<file path="src/source/br_macros.svh">
`ifndef BR_MACROS_SVH
`define BR_MACROS_SVH

// btb geometry, indexed by pc word address.
`define BTB_INDEX_BITS 8
`define BTB_DEPTH      256

// rename tag width.
`define PHYS_REG_BITS  6

// branch issue queue.
`define BRQ_DEPTH      4

`endif

</file>
<file path="src/source/rv32i_types.sv">
`default_nettype none

`include "br_macros.svh"

package rv32i_types;

    typedef logic [31:0]                  word_t;
    typedef logic [`PHYS_REG_BITS-1:0]    phys_reg_t;
    typedef logic [`BTB_INDEX_BITS-1:0]   btb_index_t;

    typedef enum logic [6:0] {
        op_b_lui   = 7'b0110111,
        op_b_auipc = 7'b0010111,
        op_b_jal   = 7'b1101111,
        op_b_jalr  = 7'b1100111,
        op_b_br    = 7'b1100011,
        op_b_load  = 7'b0000011,
        op_b_store = 7'b0100011,
        op_b_imm   = 7'b0010011,
        op_b_reg   = 7'b0110011
    } rv32i_opcode_t;

    typedef enum logic [2:0] {
        branch_f3_beq  = 3'b000,
        branch_f3_bne  = 3'b001,
        branch_f3_blt  = 3'b100,
        branch_f3_bge  = 3'b101,
        branch_f3_bltu = 3'b110,
        branch_f3_bgeu = 3'b111
    } branch_funct3_t;

    typedef struct packed {
        rv32i_opcode_t  opcode;
        branch_funct3_t funct3;
        word_t          pc;
        word_t          i_imm;
        word_t          b_imm;
        word_t          j_imm;
        logic           bp;         // fetch predicted taken.
        word_t          bp_addr;    // fetch predicted target.
    } decode_info_t;

    typedef struct packed {
        decode_info_t   decode_info;
        word_t          rs1_v;
        word_t          rs2_v;
        phys_reg_t      pd;
    } br_op_t;

    typedef struct packed {
        phys_reg_t      pd;
        word_t          rd_v;
        logic           redirect;
        word_t          redirect_pc;
    } br_result_t;

    typedef struct packed {
        logic           web;        // active low.
        btb_index_t     addr;
        word_t          din;
    } btb_write_t;

endpackage : rv32i_types

`default_nettype wire

</file>
<file path="src/source/fu_br.sv">
`timescale 1ns/1ns
`default_nettype none

`include "br_macros.svh"

module fu_br
import rv32i_types::*;
(
    input  word_t        rs1_v,
    input  word_t        rs2_v,
    input  decode_info_t decode_info,
    input  logic         start,
    output word_t        rd_v,
    output logic         valid,
    output logic         busy,
    output logic         pc_select,
    output word_t        pc_branch,
    output btb_write_t   btb_wr
);

    logic signed [31:0] as;
    logic signed [31:0] bs;

    logic   br_en;
    logic   is_xfer;        // jal, jalr or conditional branch.
    logic   taken;
    word_t  target;
    word_t  seq_pc;

    assign as     = signed'(rs1_v);
    assign bs     = signed'(rs2_v);
    assign seq_pc = decode_info.pc + 32'd4;

    assign valid = start;
    assign busy  = start;   // single cycle, never holds off the queue.

    always_comb begin
        case (decode_info.funct3)
            branch_f3_beq:  br_en = (rs1_v == rs2_v);
            branch_f3_bne:  br_en = (rs1_v != rs2_v);
            branch_f3_blt:  br_en = (as < bs);
            branch_f3_bge:  br_en = (as >= bs);
            branch_f3_bltu: br_en = (rs1_v < rs2_v);
            branch_f3_bgeu: br_en = (rs1_v >= rs2_v);
            default:        br_en = 1'b0;   // reserved encodings fall through.
        endcase
    end

    // actual outcome.
    always_comb begin
        rd_v    = '0;
        is_xfer = 1'b0;
        taken   = 1'b0;
        target  = '0;
        if (start) begin
            case (decode_info.opcode)
                op_b_jal: begin
                    is_xfer = 1'b1;
                    rd_v    = seq_pc;
                    taken   = 1'b1;
                    target  = decode_info.pc + decode_info.j_imm;
                end
                op_b_jalr: begin
                    is_xfer = 1'b1;
                    rd_v    = seq_pc;
                    taken   = 1'b1;
                    target  = (rs1_v + decode_info.i_imm) & 32'hffff_fffe;
                end
                op_b_br: begin
                    is_xfer = 1'b1;
                    taken   = br_en;
                    target  = br_en ? decode_info.pc + decode_info.b_imm : '0;
                end
                default: begin
                end
            endcase
        end
    end

    // btb learns every taken transfer.
    always_comb begin
        btb_wr.web  = ~taken;
        btb_wr.addr = taken ? decode_info.pc[`BTB_INDEX_BITS+1:2] : '0;
        btb_wr.din  = taken ? target : '0;
    end

    // compare against the fetch prediction.
    always_comb begin
        pc_select = taken;
        pc_branch = target;
        if (is_xfer && decode_info.bp) begin
            if (!taken) begin
                pc_select = 1'b1;
                pc_branch = seq_pc;
            end else if (target == decode_info.bp_addr) begin
                pc_select = 1'b0;
                pc_branch = '0;
            end
        end
    end

endmodule : fu_br

`default_nettype wire

</file>
<file path="config.mk">
export PLATFORM = sky130hd
export DESIGN_NAME = fu_br
export DESIGN_NICKNAME = d
export VERILOG_FILES = /design/src/source/rv32i_types.sv /design/src/source/fu_br.sv
export VERILOG_INCLUDE_DIRS = /design/src /design/src/source
export SDC_FILE = /design/constraint.sdc
export NUM_CORES = 1
export LEC_CHECK = 0
export BUFFER_PORTS_ARGS = -buffer_cell sky130_fd_sc_hd__buf_2
export CORE_MARGIN = 4
export CORE_UTILIZATION = 38
export DETAILED_ROUTE_END_ITERATION = 8
export PLACE_DENSITY_LB_ADDON = 0.3
export SKIP_LAST_GASP = 1
export SLEW_MARGIN = 25
export SYNTH_ARGS = -nofsm -noshare
export SYNTH_HDL_FRONTEND = slang
export SYNTH_SLANG_ARGS = --single-unit
</file>
<file path="constraint.sdc">
create_clock -name vclk -period 8.4
set_input_delay 0 -clock vclk [all_inputs]
set_output_delay 0 -clock vclk [all_outputs]
set_load 0.005 [all_outputs]
</file>
==> After elaboration in Yosys (flattened, before gate mapping) <==
Cells that the tools add are included.
{ "op_classes": {"reduce_logical": 4, "eq_ne": 11, "n_bitwise": 1, "magnitude_cmp": 4, "muxes": 18, "addsub": 4} }
{ "op_table": {"columns": ["cell", "count"], "rows": [
  ["32-bit two-way mux", 8],
  ["32-bit adder", 3],
  ["32-bit one-hot mux with 3 select lines", 1],
  ["32-bit equality test", 2],
  ["32-bit >= comparator", 2],
  ["32-bit less-than comparator", 2],
  ["32-bit by 3-bit adder with 32-bit output, second input constant", 1],
  ["32-bit inequality test", 1],
  ["7-bit equality test, second input constant", 3],
  ["3-bit equality test, second input constant", 4],
  ["8-bit two-way mux", 1],
  ["1-bit two-way mux", 6],
  ["1-bit one-hot mux with 6 select lines", 1],
  ["3-bit by 1-bit equality test with 1-bit output, second input constant", 1],
  ["3-bit logical NOT", 1],
  ["3-bit OR reduction", 1],
  ["1-bit one-hot mux with 2 select lines", 1],
  ["2-bit OR reduction", 1],
  ["1-bit logical AND", 1],
  ["1-bit NOT", 1]
]} }
{ "word_totals": {"out_inout_bits": 108, "input_bits": 236, "reg_bits": 0, "word_cells": 42} }

==> Depth between registers and ports, before layout <==
Gate-level depths: netlist of the first run.
{ "logic_depth": {"ltp_word": 9, "depth_mapped": 18, "ltp_nobuf": 15} }

==> Worst setup path before layout of the first run <==
Ideal clock, no wire load.
{ "synth_timing": {"path_kind": "input -> output", "from": "input rs2_v[31]", "to": "output pc_branch[10]", "cell_stages": 17, "required_ps": 8400, "arrival_time_ps": 3812, "path_slack_ps": 4588, "path_cell_list": "inv_1 ha_1 nand4_2 or4_4 or4_4 and3b_4 nor2_4 o2111ai_1 o22ai_1 xor2_1 a2111oi_0 nand4_1 a211o_1 buf_4 buf_6 o31ai_1 o21ai_0"} }
{ "synth_between": {"elab_chain_cells": 9, "word_cells_on_any_way": 16, "cone_classes": "4 x order compare; 3 x eq/ne; 9 x mux"} }
{ "synth_lines": {"columns": ["element", "line_no", "rtl"], "rows": [
  ["start, declared", "fu_br.sv:10", "input word_t rs2_v,"],
  ["32-bit >= comparator (tied with other cells)", "fu_br.sv:44", "branch_f3_bgeu: br_en = (rs1_v >= rs2_v);"],
  ["1-bit one-hot mux with 6 select lines (*)", "fu_br.sv:38", "case (decode_info.funct3)"],
  ["32-bit two-way mux", "fu_br.sv:72", "target = br_en ? decode_info.pc + decode_info.b_imm : '0;"],
  ["32-bit one-hot mux with 3 select lines", "fu_br.sv:56", "case (decode_info.opcode)"],
  ["32-bit two-way mux", "fu_br.sv:55", "if (start) begin"],
  ["32-bit equality test", "fu_br.sv:95", "end else if (target == decode_info.bp_addr) begin"],
  ["32-bit two-way mux", "fu_br.sv:95", null],
  ["32-bit two-way mux", "fu_br.sv:92", "if (!taken) begin"],
  ["32-bit two-way mux (*)", "fu_br.sv:91", "if (is_xfer && decode_info.bp) begin"],
  ["end, declared", "fu_br.sv:17", "output word_t pc_branch,"]
]} }
Every way passes the cells marked *; elsewhere a longest branch is shown, timed or not.

==> Worst setup path in the final report of the first run <==
{ "layout_timing": {"from": "input rs1_v[7]", "to": "output pc_branch[22]"} }
{ "layout_between": {"elab_chain_cells": 9, "word_cells_on_any_way": 17, "cone_classes": "1 x add/sub; 4 x order compare; 3 x eq/ne; 9 x mux"} }
{ "layout_lines": {"columns": ["element", "line_no", "rtl"], "rows": [
  ["start, declared", "fu_br.sv:9", "input word_t rs1_v,"],
  ["32-bit >= comparator (tied with other cells)", "fu_br.sv:44", null],
  ["1-bit one-hot mux with 6 select lines", "fu_br.sv:38", null],
  ["32-bit two-way mux", "fu_br.sv:72", null],
  ["32-bit one-hot mux with 3 select lines", "fu_br.sv:56", null],
  ["32-bit two-way mux", "fu_br.sv:55", null],
  ["32-bit equality test", "fu_br.sv:95", null],
  ["32-bit two-way mux", "fu_br.sv:95", null],
  ["32-bit two-way mux", "fu_br.sv:92", null],
  ["32-bit two-way mux (*)", "fu_br.sv:91", null]
]} }
Marks and branches as above.

==> flow_summary.yaml, run 1 <==
pwr:
  p_int_mw: 0.274
  p_per_area_nw_per_um2: 62.8
  pwr-share-seq_pct: 0
  p_leak_nw: 5.48
  pwr-share-clk_pct: 0
  p_comb_share_pct: 100.0
  switchingPower_mw: 0.470
  fin_total_pwr_mw: 0.743
  swShare_pct: 63.2
  peakVddDrop_v: 0.0000315
floorplanning:
  start_util_pct: 38.8
  ios: 344
  num_rows: 58
  die_h_um: 169
  coreArea_um2: 25300
  fp.dieArea_um2: 28500
  fp.dieW_um: 169
placement:
  dp_slack_ns: 2.46
  dp_hpwl_um: 44100
  dp.cells: 2116
  gp_congestion: 1.03
  portBuffers: 344
  placed_area_um2: 11800
clock_tree:
  postCtsSetupBuffers: 0
  cts_hold_buffers: 0
  post_cts_resized: 0
worst_hold_path:
  hp-class: "input pin to primary output"
  holdCritStartpoint: "decode_info[129]"
grt:
  grt_pass1_wl_um: 75500
  antenna_found_initial: 1
  first_global_vias: 12474
  gr-total-overflow: 0
  grt_max_degree: 50
  track_usage_pct: 33.6
timing:
  rsz0062_at_grt: "false"
  finalMaxSlewViolations: 0
  timing.final.ws_setup_ns: 2.26
  hold_violations: 0
  holdWs_ns: 0.388
  timing.slew.headroom_pct: 30.7
  tns_ns: 0
  period_needed_ns: 6.14
  layout_worst_path_cycle_share_pct: 73.1
  max_slew.worst_pin.slew_ns: 1.04
  fmax_mhz: 163
  setup_violations: 0
finish:
  finalNetCount: 2152
  fillers: 2742
  clkbuf_count: 0
  areaGrowthSynthToFinish_pct: 20.4
  final_util_pct: 46.8
  multi_input_area_um2: 9310
  instances_no_fill: 2117
  seq_area_um2: 0
  final_area_um2: 11800
  seq_cells: 0
  layout-drive-gt1-share_pct: 22.1
yosys:
  syn_nets: 1852
  synthCells: 1488
  ys_types: 94
  avgSynthCellArea_um2: 6.61
  synth_area_um2: 9840
  yosys_warnings: 0
  yosysSeqAreaShare_pct: 0
setup_path:
  worstSetupStartpointType: "input pin"
  path_class: "input pin to primary output"
  crit_start: "rs1_v[7]"
  required_ns: 8.40
  path_max_fanout: 14
  crit_arrival_ns: 6.14
  critical_path.endpoint_type: "primary output"
route:
  wl_per_cell_um: 24.3
  drt_iter0_markers: 1453
  vias: 13521
  totalWireLength_um: 51400
  drt-vias-per-instance: 6.39
  drc_errors: 0
  drtAntennaViolNets: 0
  first_pass_iters: 9
flow_run:
  cap_violations: 0
run_status:
  outcome: "finished, final reports clean"
==> power by group through the flow <==
| stage | registers (mW) | logic [mW] | clock network (mW) |
|---|---|---|---|
| final | 0 | 0.743 | 0.0000000159 |
| after global routing | 0 | 0.807 | 0.0000000159 |
| after CTS | 0 | 0.726 | 0 |
| after detailed placement | 0 | 0.722 | 0 |
| after global placement | 0 | 0.722 | 0 |
| after floorplan | 0 | 0.463 | 0 |
==> critical path: stages <==
cell       delay (ns)
buf_2            0.11
ha_1             0.31
nand4_1          0.16
or4_1            0.72
o21ai_2          0.27
o21ai_0          0.15
nor3_1           0.68
o2111ai_1        0.63
o22ai_1          0.59
xor2_1           0.15
a2111oi_0        0.60
nand4_1          0.17
a211o_1          0.41
buf_4            0.27
nor3_4           0.56
o22ai_1          0.18
buf_2            0.17
==> cells in the mapped netlist (9+ instances only) <==
cell       number  area, µm²
or2_2          12       75.1
o211ai_1       21        158
ha_1          125       1560
and2_1         16        100
o21a_1         29        218
clkbuf_1       44        165
xor2_1         49        429
nand2_1       132        495
a211oi_1       28        210
o2111ai_1      14        123
o21ai_1         9       45.0
o21ai_0        86        430
nand4_1        44        275
nor2_1        128        480
a21oi_1       102        510
and3_1         31        194
o22ai_1        17        106
mux2i_1        10        100
nor4_1         18        113
nand2b_1        9       56.3
a21boi_0       13       97.6
o31ai_1        32        240
a22oi_1        10       75.1
o32ai_1        11       96.3
nand3_1        44        220
a2111oi_0      12        105
a211o_1        10       87.6
nor3b_1        10       75.1
a221oi_1       10       87.6
xnor2_1        45        394
a21o_1         27        203
or3_1          17        106
inv_1          83        312
and4_1         11       96.3
a31oi_1        19        119
nor3_1         59        295
==> placed cells by master, fill, tap and decap left out, types with 16 or more instances in the layout <==
| cell type | synthesis | routed |
|---|---|---|
| a211oi_1 | 28 | 28 |
| a21o_1 | 27 | 27 |
| a21oi_1 | 102 | 102 |
| a31oi_1 | 19 | 19 |
| and2_1 | 16 | 16 |
| and3_1 | 31 | 31 |
| buf_2 | 5 | 344 |
| ha_1 | 125 | 125 |
| inv_1 | 83 | 83 |
| nand2_1 | 132 | 132 |
| nand3_1 | 44 | 44 |
| nand4_1 | 44 | 44 |
| nor2_1 | 128 | 128 |
| nor3_1 | 59 | 59 |
| nor4_1 | 18 | 17 |
| o211ai_1 | 21 | 21 |
| o21a_1 | 29 | 29 |
| o21ai_0 | 86 | 86 |
| o22ai_1 | 17 | 17 |
| o31ai_1 | 32 | 32 |
| or3_1 | 17 | 17 |
| xnor2_1 | 45 | 45 |
| xor2_1 | 49 | 49 |
==> cells by family (layout without fill, tap and decap cells) <==
kind of cell	after synthesis	after routing	share of synthesized area (%)
and+or+nand+nor	578	578	30.4
AOI/OAI and AO/OA	533	533	37.6
buffers and inverters	141	439	5.65
adders and majority gates	128	128	16.5
xor gates and xnor gates	94	94	8.37
muxes	14	14	1.48
other	0	1	0
==> cell type report <==
type / count / share of cell area (%)
multi-input combinational: 1347 / 78.6
timing repair buffer: 355 / 15.2
tap: 330 / 3.49
inverter: 84 / 2.66
antenna: 1 / 0.0211
==> worst paths after layout <==
| path | depth (start not counted) | slack (ns) | endpoint |
|---|---|---|---|
| max | 17 | 2.26 | pc_branch[22] |
| min | 4 | 0.39 | rd_v[0] |
==> layer usage <==
metal | vias to the layer above | part of all wire, % | track usage, %
met3 | 76 | 9.8 | 5.84
met4 | 0 | 3.0 | 8.19
met5 | - | 0 | 0
met2 | 756 | 44 | 52.7
li1 | 6379 | - | -
met1 | 6310 | 44 | 47.7
No activity file was read; power rests on OpenSTA's default activity.
==> run 2: changes to the inputs <==
clock period = 5.41 ns   (was 8.4 ns; I/O delays follow)
==> run 2 against run 1 <==
Net effect: sequential share of layout area unchanged; non-clock buffer count rose by 60; worst setup slack got worse by 2.0 ns; final area up 4.0%; critical path type unchanged; largest power group unchanged.
==> flow_summary.yaml, run 2 (same netlist as run 1, synthesis figures left out) <==
timing:
  finalMaxSlewViolations: 0
  fmax_mhz: 195
  layout_worst_path_cycle_share_pct: 94.9
  hold_violations: 0
  holdWs_ns: 0.402
  setup_violations: 0
  rsz0062_at_grt: "false"
  max_slew.worst_pin.slew_ns: 1.04
  tns_ns: 0
  period_needed_ns: 5.13
  timing.slew.headroom_pct: 30.0
finish:
  finalNetCount: 2212
  multi_input_area_um2: 9300
  most-common-layout-cells: "buf_2, nand2_1, nor2_1, ha_1, a21oi_1"
  layout-drive-gt1-share_pct: 24.6
  fillers: 2709
  seq_area_um2: 0
  final_common_cell: "buf_2"
  seq_cells: 0
  clkbuf_count: 0
  areaGrowthSynthToFinish_pct: 25.2
route:
  drt-vias-per-instance: 6.38
  vias: 13904
  totalWireLength_um: 51500
  first_pass_iters: 8
  wl_per_cell_um: 23.6
  drc_errors: 0
  drt_iter0_markers: 1492
  drtAntennaViolNets: 0
pwr:
  p_leak_nw: 5.78
  fin_total_pwr_mw: 1.19
  p_per_area_nw_per_um2: 96.5
  peakVddDrop_v: 0.0000502
grt:
  grt_max_degree: 44
  antenna_found_initial: 4
  grt_pass1_wl_um: 76000
  gr-total-overflow: 0
  first_global_vias: 12996
  track_usage_pct: 33.4
setup_path:
  required_ns: 5.41
  critical_path.top_delay_family: "compound AO/OA/AOI/OAI gates"
  worstSetupStartpointType: "input pin"
  cp_slowest_stage_delay_ns: 0.85
  critical_path.endpoint_type: "primary output"
  crit_arrival_ns: 5.13
  path_buf_inv: 4
  path_class: "input pin to primary output"
  crit_chain: "buf_2 -> ha_1 -> o21ai_0 -> o211ai_1 -> nand3_1 -> a2111oi_0 -> o41ai_1 -> and3_1 -> nor4_1 -> o31ai_1 -> nor4_1 -> nand4_1 -> a211o_1 -> buf_12 -> buf_4 -> o31ai_1 -> o21ai_0 -> buf_2"
  crit_start: "rs1_v[3]"
  crit_slowest_cell: "a2111oi_0"
  path_max_fanout: 9
clock_tree:
  cts_hold_buffers: 0
  post_cts_resized: 0
  postCtsSetupBuffers: 0
floorplanning:
  coreArea_um2: 25300
  ios: 344
  start_util_pct: 38.8
  fp.dieArea_um2: 28500
  die_h_um: 169
  fp.dieW_um: 169
  num_rows: 58
placement:
  portBuffers: 344
  dp_hpwl_um: 44300
  gp_congestion: 1.04
worst_hold_path:
  hp-class: "input pin to primary output"
  holdCritStartpoint: "decode_info[147]"
run_status:
  outcome: "finished, final reports clean"
flow_run:
  cap_violations: 0
==> run 2: metrics by stage <==
step / setup WS [ns] / area, µm² / util, % / std cells
finish: 0.278 / 12300 / 48.6 / 2179
CTS: 0.385 / 12300 / 48.6 / 2176
global placement: 0.377 / 12300 / 48.5 / 2176
global route: 0.0105 / 12300 / 48.6 / 2179
floorplan: 1.60 / 9840 / - / 1488
detailed placement: 0.401 / 12300 / 48.6 / 2176
==> run 2: report_power, final <==
part / switching, mW / total (mW) / internal [mW] / leakage [nW]
clock: 0 / 0.0000000743 / 0.0000000742 / 0.0000190
sequential: 0 / 0 / 0 / 0
combinational: 0.733 / 1.19 / 0.455 / 5.78
==> run 2: worst paths after layout <==
path	end	slack (ns)	cells after the start
max	pc_branch[5]	0.28	18
min	rd_v[18]	0.40	4
==> run 2: routing by layer <==
layer	routed length (µm)	global-route usage (%)	share of wire [%]
met1	22100	46.2	43
met2	22200	52.1	43
met3	5180	6.91	10
met4	1980	10.5	3.8
met5	12	0	0.023
==> run 2: cell type report <==
class                      count  share of cell area (%)
multi-input combinational   1347                    75.5
timing repair buffer         415                    18.5
tap                          330                    3.35
inverter                      84                    2.56
antenna                        3                  0.0610
==> run 2: worst min-delay path, cell delays in order <==
cell and delay (ns):
buf_2 0.13, xor2_1 0.09, nor2_1 0.08, buf_2 0.11
==> run 3: changes to the inputs <==
clock period = 5.9 ns   (was 5.41 ns; I/O delays follow)
==> run 3 against run 2 <==
Net effect: wire length shrank 0.78%; non-clock buffer count shrank 38; utilization shrank 1.2 points; via count shrank 1.7%; first-iteration DRC count shrank 19%; die area is the same; worst setup slack gained 0.37 ns; count of clock-buffer cells in the layout is the same; combinational power shrank 11%; largest cell class unchanged.
==> flow_summary.yaml, run 3 (same netlist as run 1, synthesis figures left out) <==
route:
  drt-vias-per-instance: 6.39
  wl_per_cell_um: 23.9
  drc_errors: 0
  first_pass_iters: 6
  drt_iter0_markers: 1211
  drtAntennaViolNets: 0
  vias: 13673
  totalWireLength_um: 51100
floorplanning:
  num_rows: 58
  ios: 344
  fp.dieArea_um2: 28500
  start_util_pct: 38.8
  coreArea_um2: 25300
  die_h_um: 169
  fp.dieW_um: 169
grt:
  track_usage_pct: 33.3
  first_global_vias: 12804
  grt_pass1_wl_um: 75600
  gr-total-overflow: 0
  grt_max_degree: 45
  antenna_found_initial: 2
timing:
  period_needed_ns: 5.26
  finalMaxSlewViolations: 0
  max_slew.worst_pin.slew_ns: 1.01
  layout_worst_path_cycle_share_pct: 89.1
  fmax_mhz: 190
  setup_violations: 0
  hold_violations: 0
  timing.final.ws_setup_ns: 0.645
  rsz0062_at_grt: "false"
  holdWs_ns: 0.399
  tns_ns: 0
  timing.slew.headroom_pct: 31.0
worst_hold_path:
  min_to: "valid"
  hp-class: "input pin to primary output"
  holdPathStages: 2
  holdCritStartpoint: "start"
setup_path:
  crit_arrival_ns: 5.26
  critical_path.top_delay_family: "compound AO/OA/AOI/OAI gates"
  critical_path.endpoint_type: "primary output"
  path_class: "input pin to primary output"
  crit_chain: "buf_2 -> ha_1 -> fa_1 -> a211oi_1 -> o21ai_0 -> a21oi_1 -> nor3_1 -> a311oi_1 -> xnor2_1 -> nand2_1 -> a32o_1 -> a2111oi_0 -> nand4_1 -> a211o_1 -> buf_4 -> o31ai_1 -> o21ai_0 -> buf_2"
  crit_slowest_cell: "a2111oi_0"
  required_ns: 5.90
  worstSetupStartpointType: "input pin"
  cp_slowest_stage_delay_ns: 0.65
  path_buf_inv: 3
  path_max_fanout: 11
pwr:
  p_leak_nw: 5.60
  fin_total_pwr_mw: 1.06
  p_per_area_nw_per_um2: 88.4
  peakVddDrop_v: 0.0000407
finish:
  finalNetCount: 2174
  final_area_um2: 12000
  final_common_cell: "buf_2"
  areaGrowthSynthToFinish_pct: 22.1
  fillers: 2711
  seq_cells: 0
  instances_no_fill: 2140
  seq_area_um2: 0
  layout-drive-gt1-share_pct: 22.9
  final_util_pct: 47.4
  most-common-layout-cells: "buf_2, nand2_1, nor2_1, ha_1, a21oi_1"
  clkbuf_count: 0
clock_tree:
  postCtsSetupBuffers: 0
  cts_hold_buffers: 0
  post_cts_resized: 0
placement:
  dp.cells: 2138
  gp_congestion: 1.06
  dp_slack_ns: 0.773
  portBuffers: 344
  placed_area_um2: 12000
  dp_hpwl_um: 44000
run_status:
  outcome: "finished, final reports clean"
flow_run:
  cap_violations: 0
[run 3: cell types whose count changed in the layout (fill, tap and decap cells not counted), sizes merged]
cell	before	now
buf	415	377
diode	3	2
[run 3: layout make-up]
class	count	area, µm²	area share [%]
Multi-Input combinational cell	1347	9290	77.3
Timing Repair Buffer	377	1990	16.6
Tap cell	330	413	3.44
Inverter	84	315	2.62
Antenna cell	2	5.00	0.0417
[run 3: how the worst max path moves through the flow]
stage	start	end	slack, ns	cells after the start
after global routing	decode_info[129]	pc_branch[5]	0.17	18
after floorplan	rs2_v[31]	pc_branch[10]	2.09	17
final	decode_info[129]	pc_branch[5]	0.64	18
after CTS	decode_info[129]	pc_branch[9]	0.78	18
after detailed placement	decode_info[129]	pc_branch[5]	0.77	18
after global placement	rs1_v[31]	pc_branch[6]	0.95	17
[run 3: where the power goes]
part / switching, mW / total [mW] / leakage (nW) / internal, mW
clock: 0 / 0.0000000191 / 0.00000962 / 0.0000000191
sequential: 0 / 0 / 0 / 0
combinational: 0.663 / 1.06 / 5.60 / 0.398
[run 3: per-layer routing]
metal / global-route usage [%] / routed length (µm) / vias up
met5: 0 / 18 / -
li1: - / - / 6444
met3: 5.67 / 5130 / 94
met2: 52.2 / 22000 / 735
met1: 46.5 / 22100 / 6398
met4: 10.3 / 1800 / 2
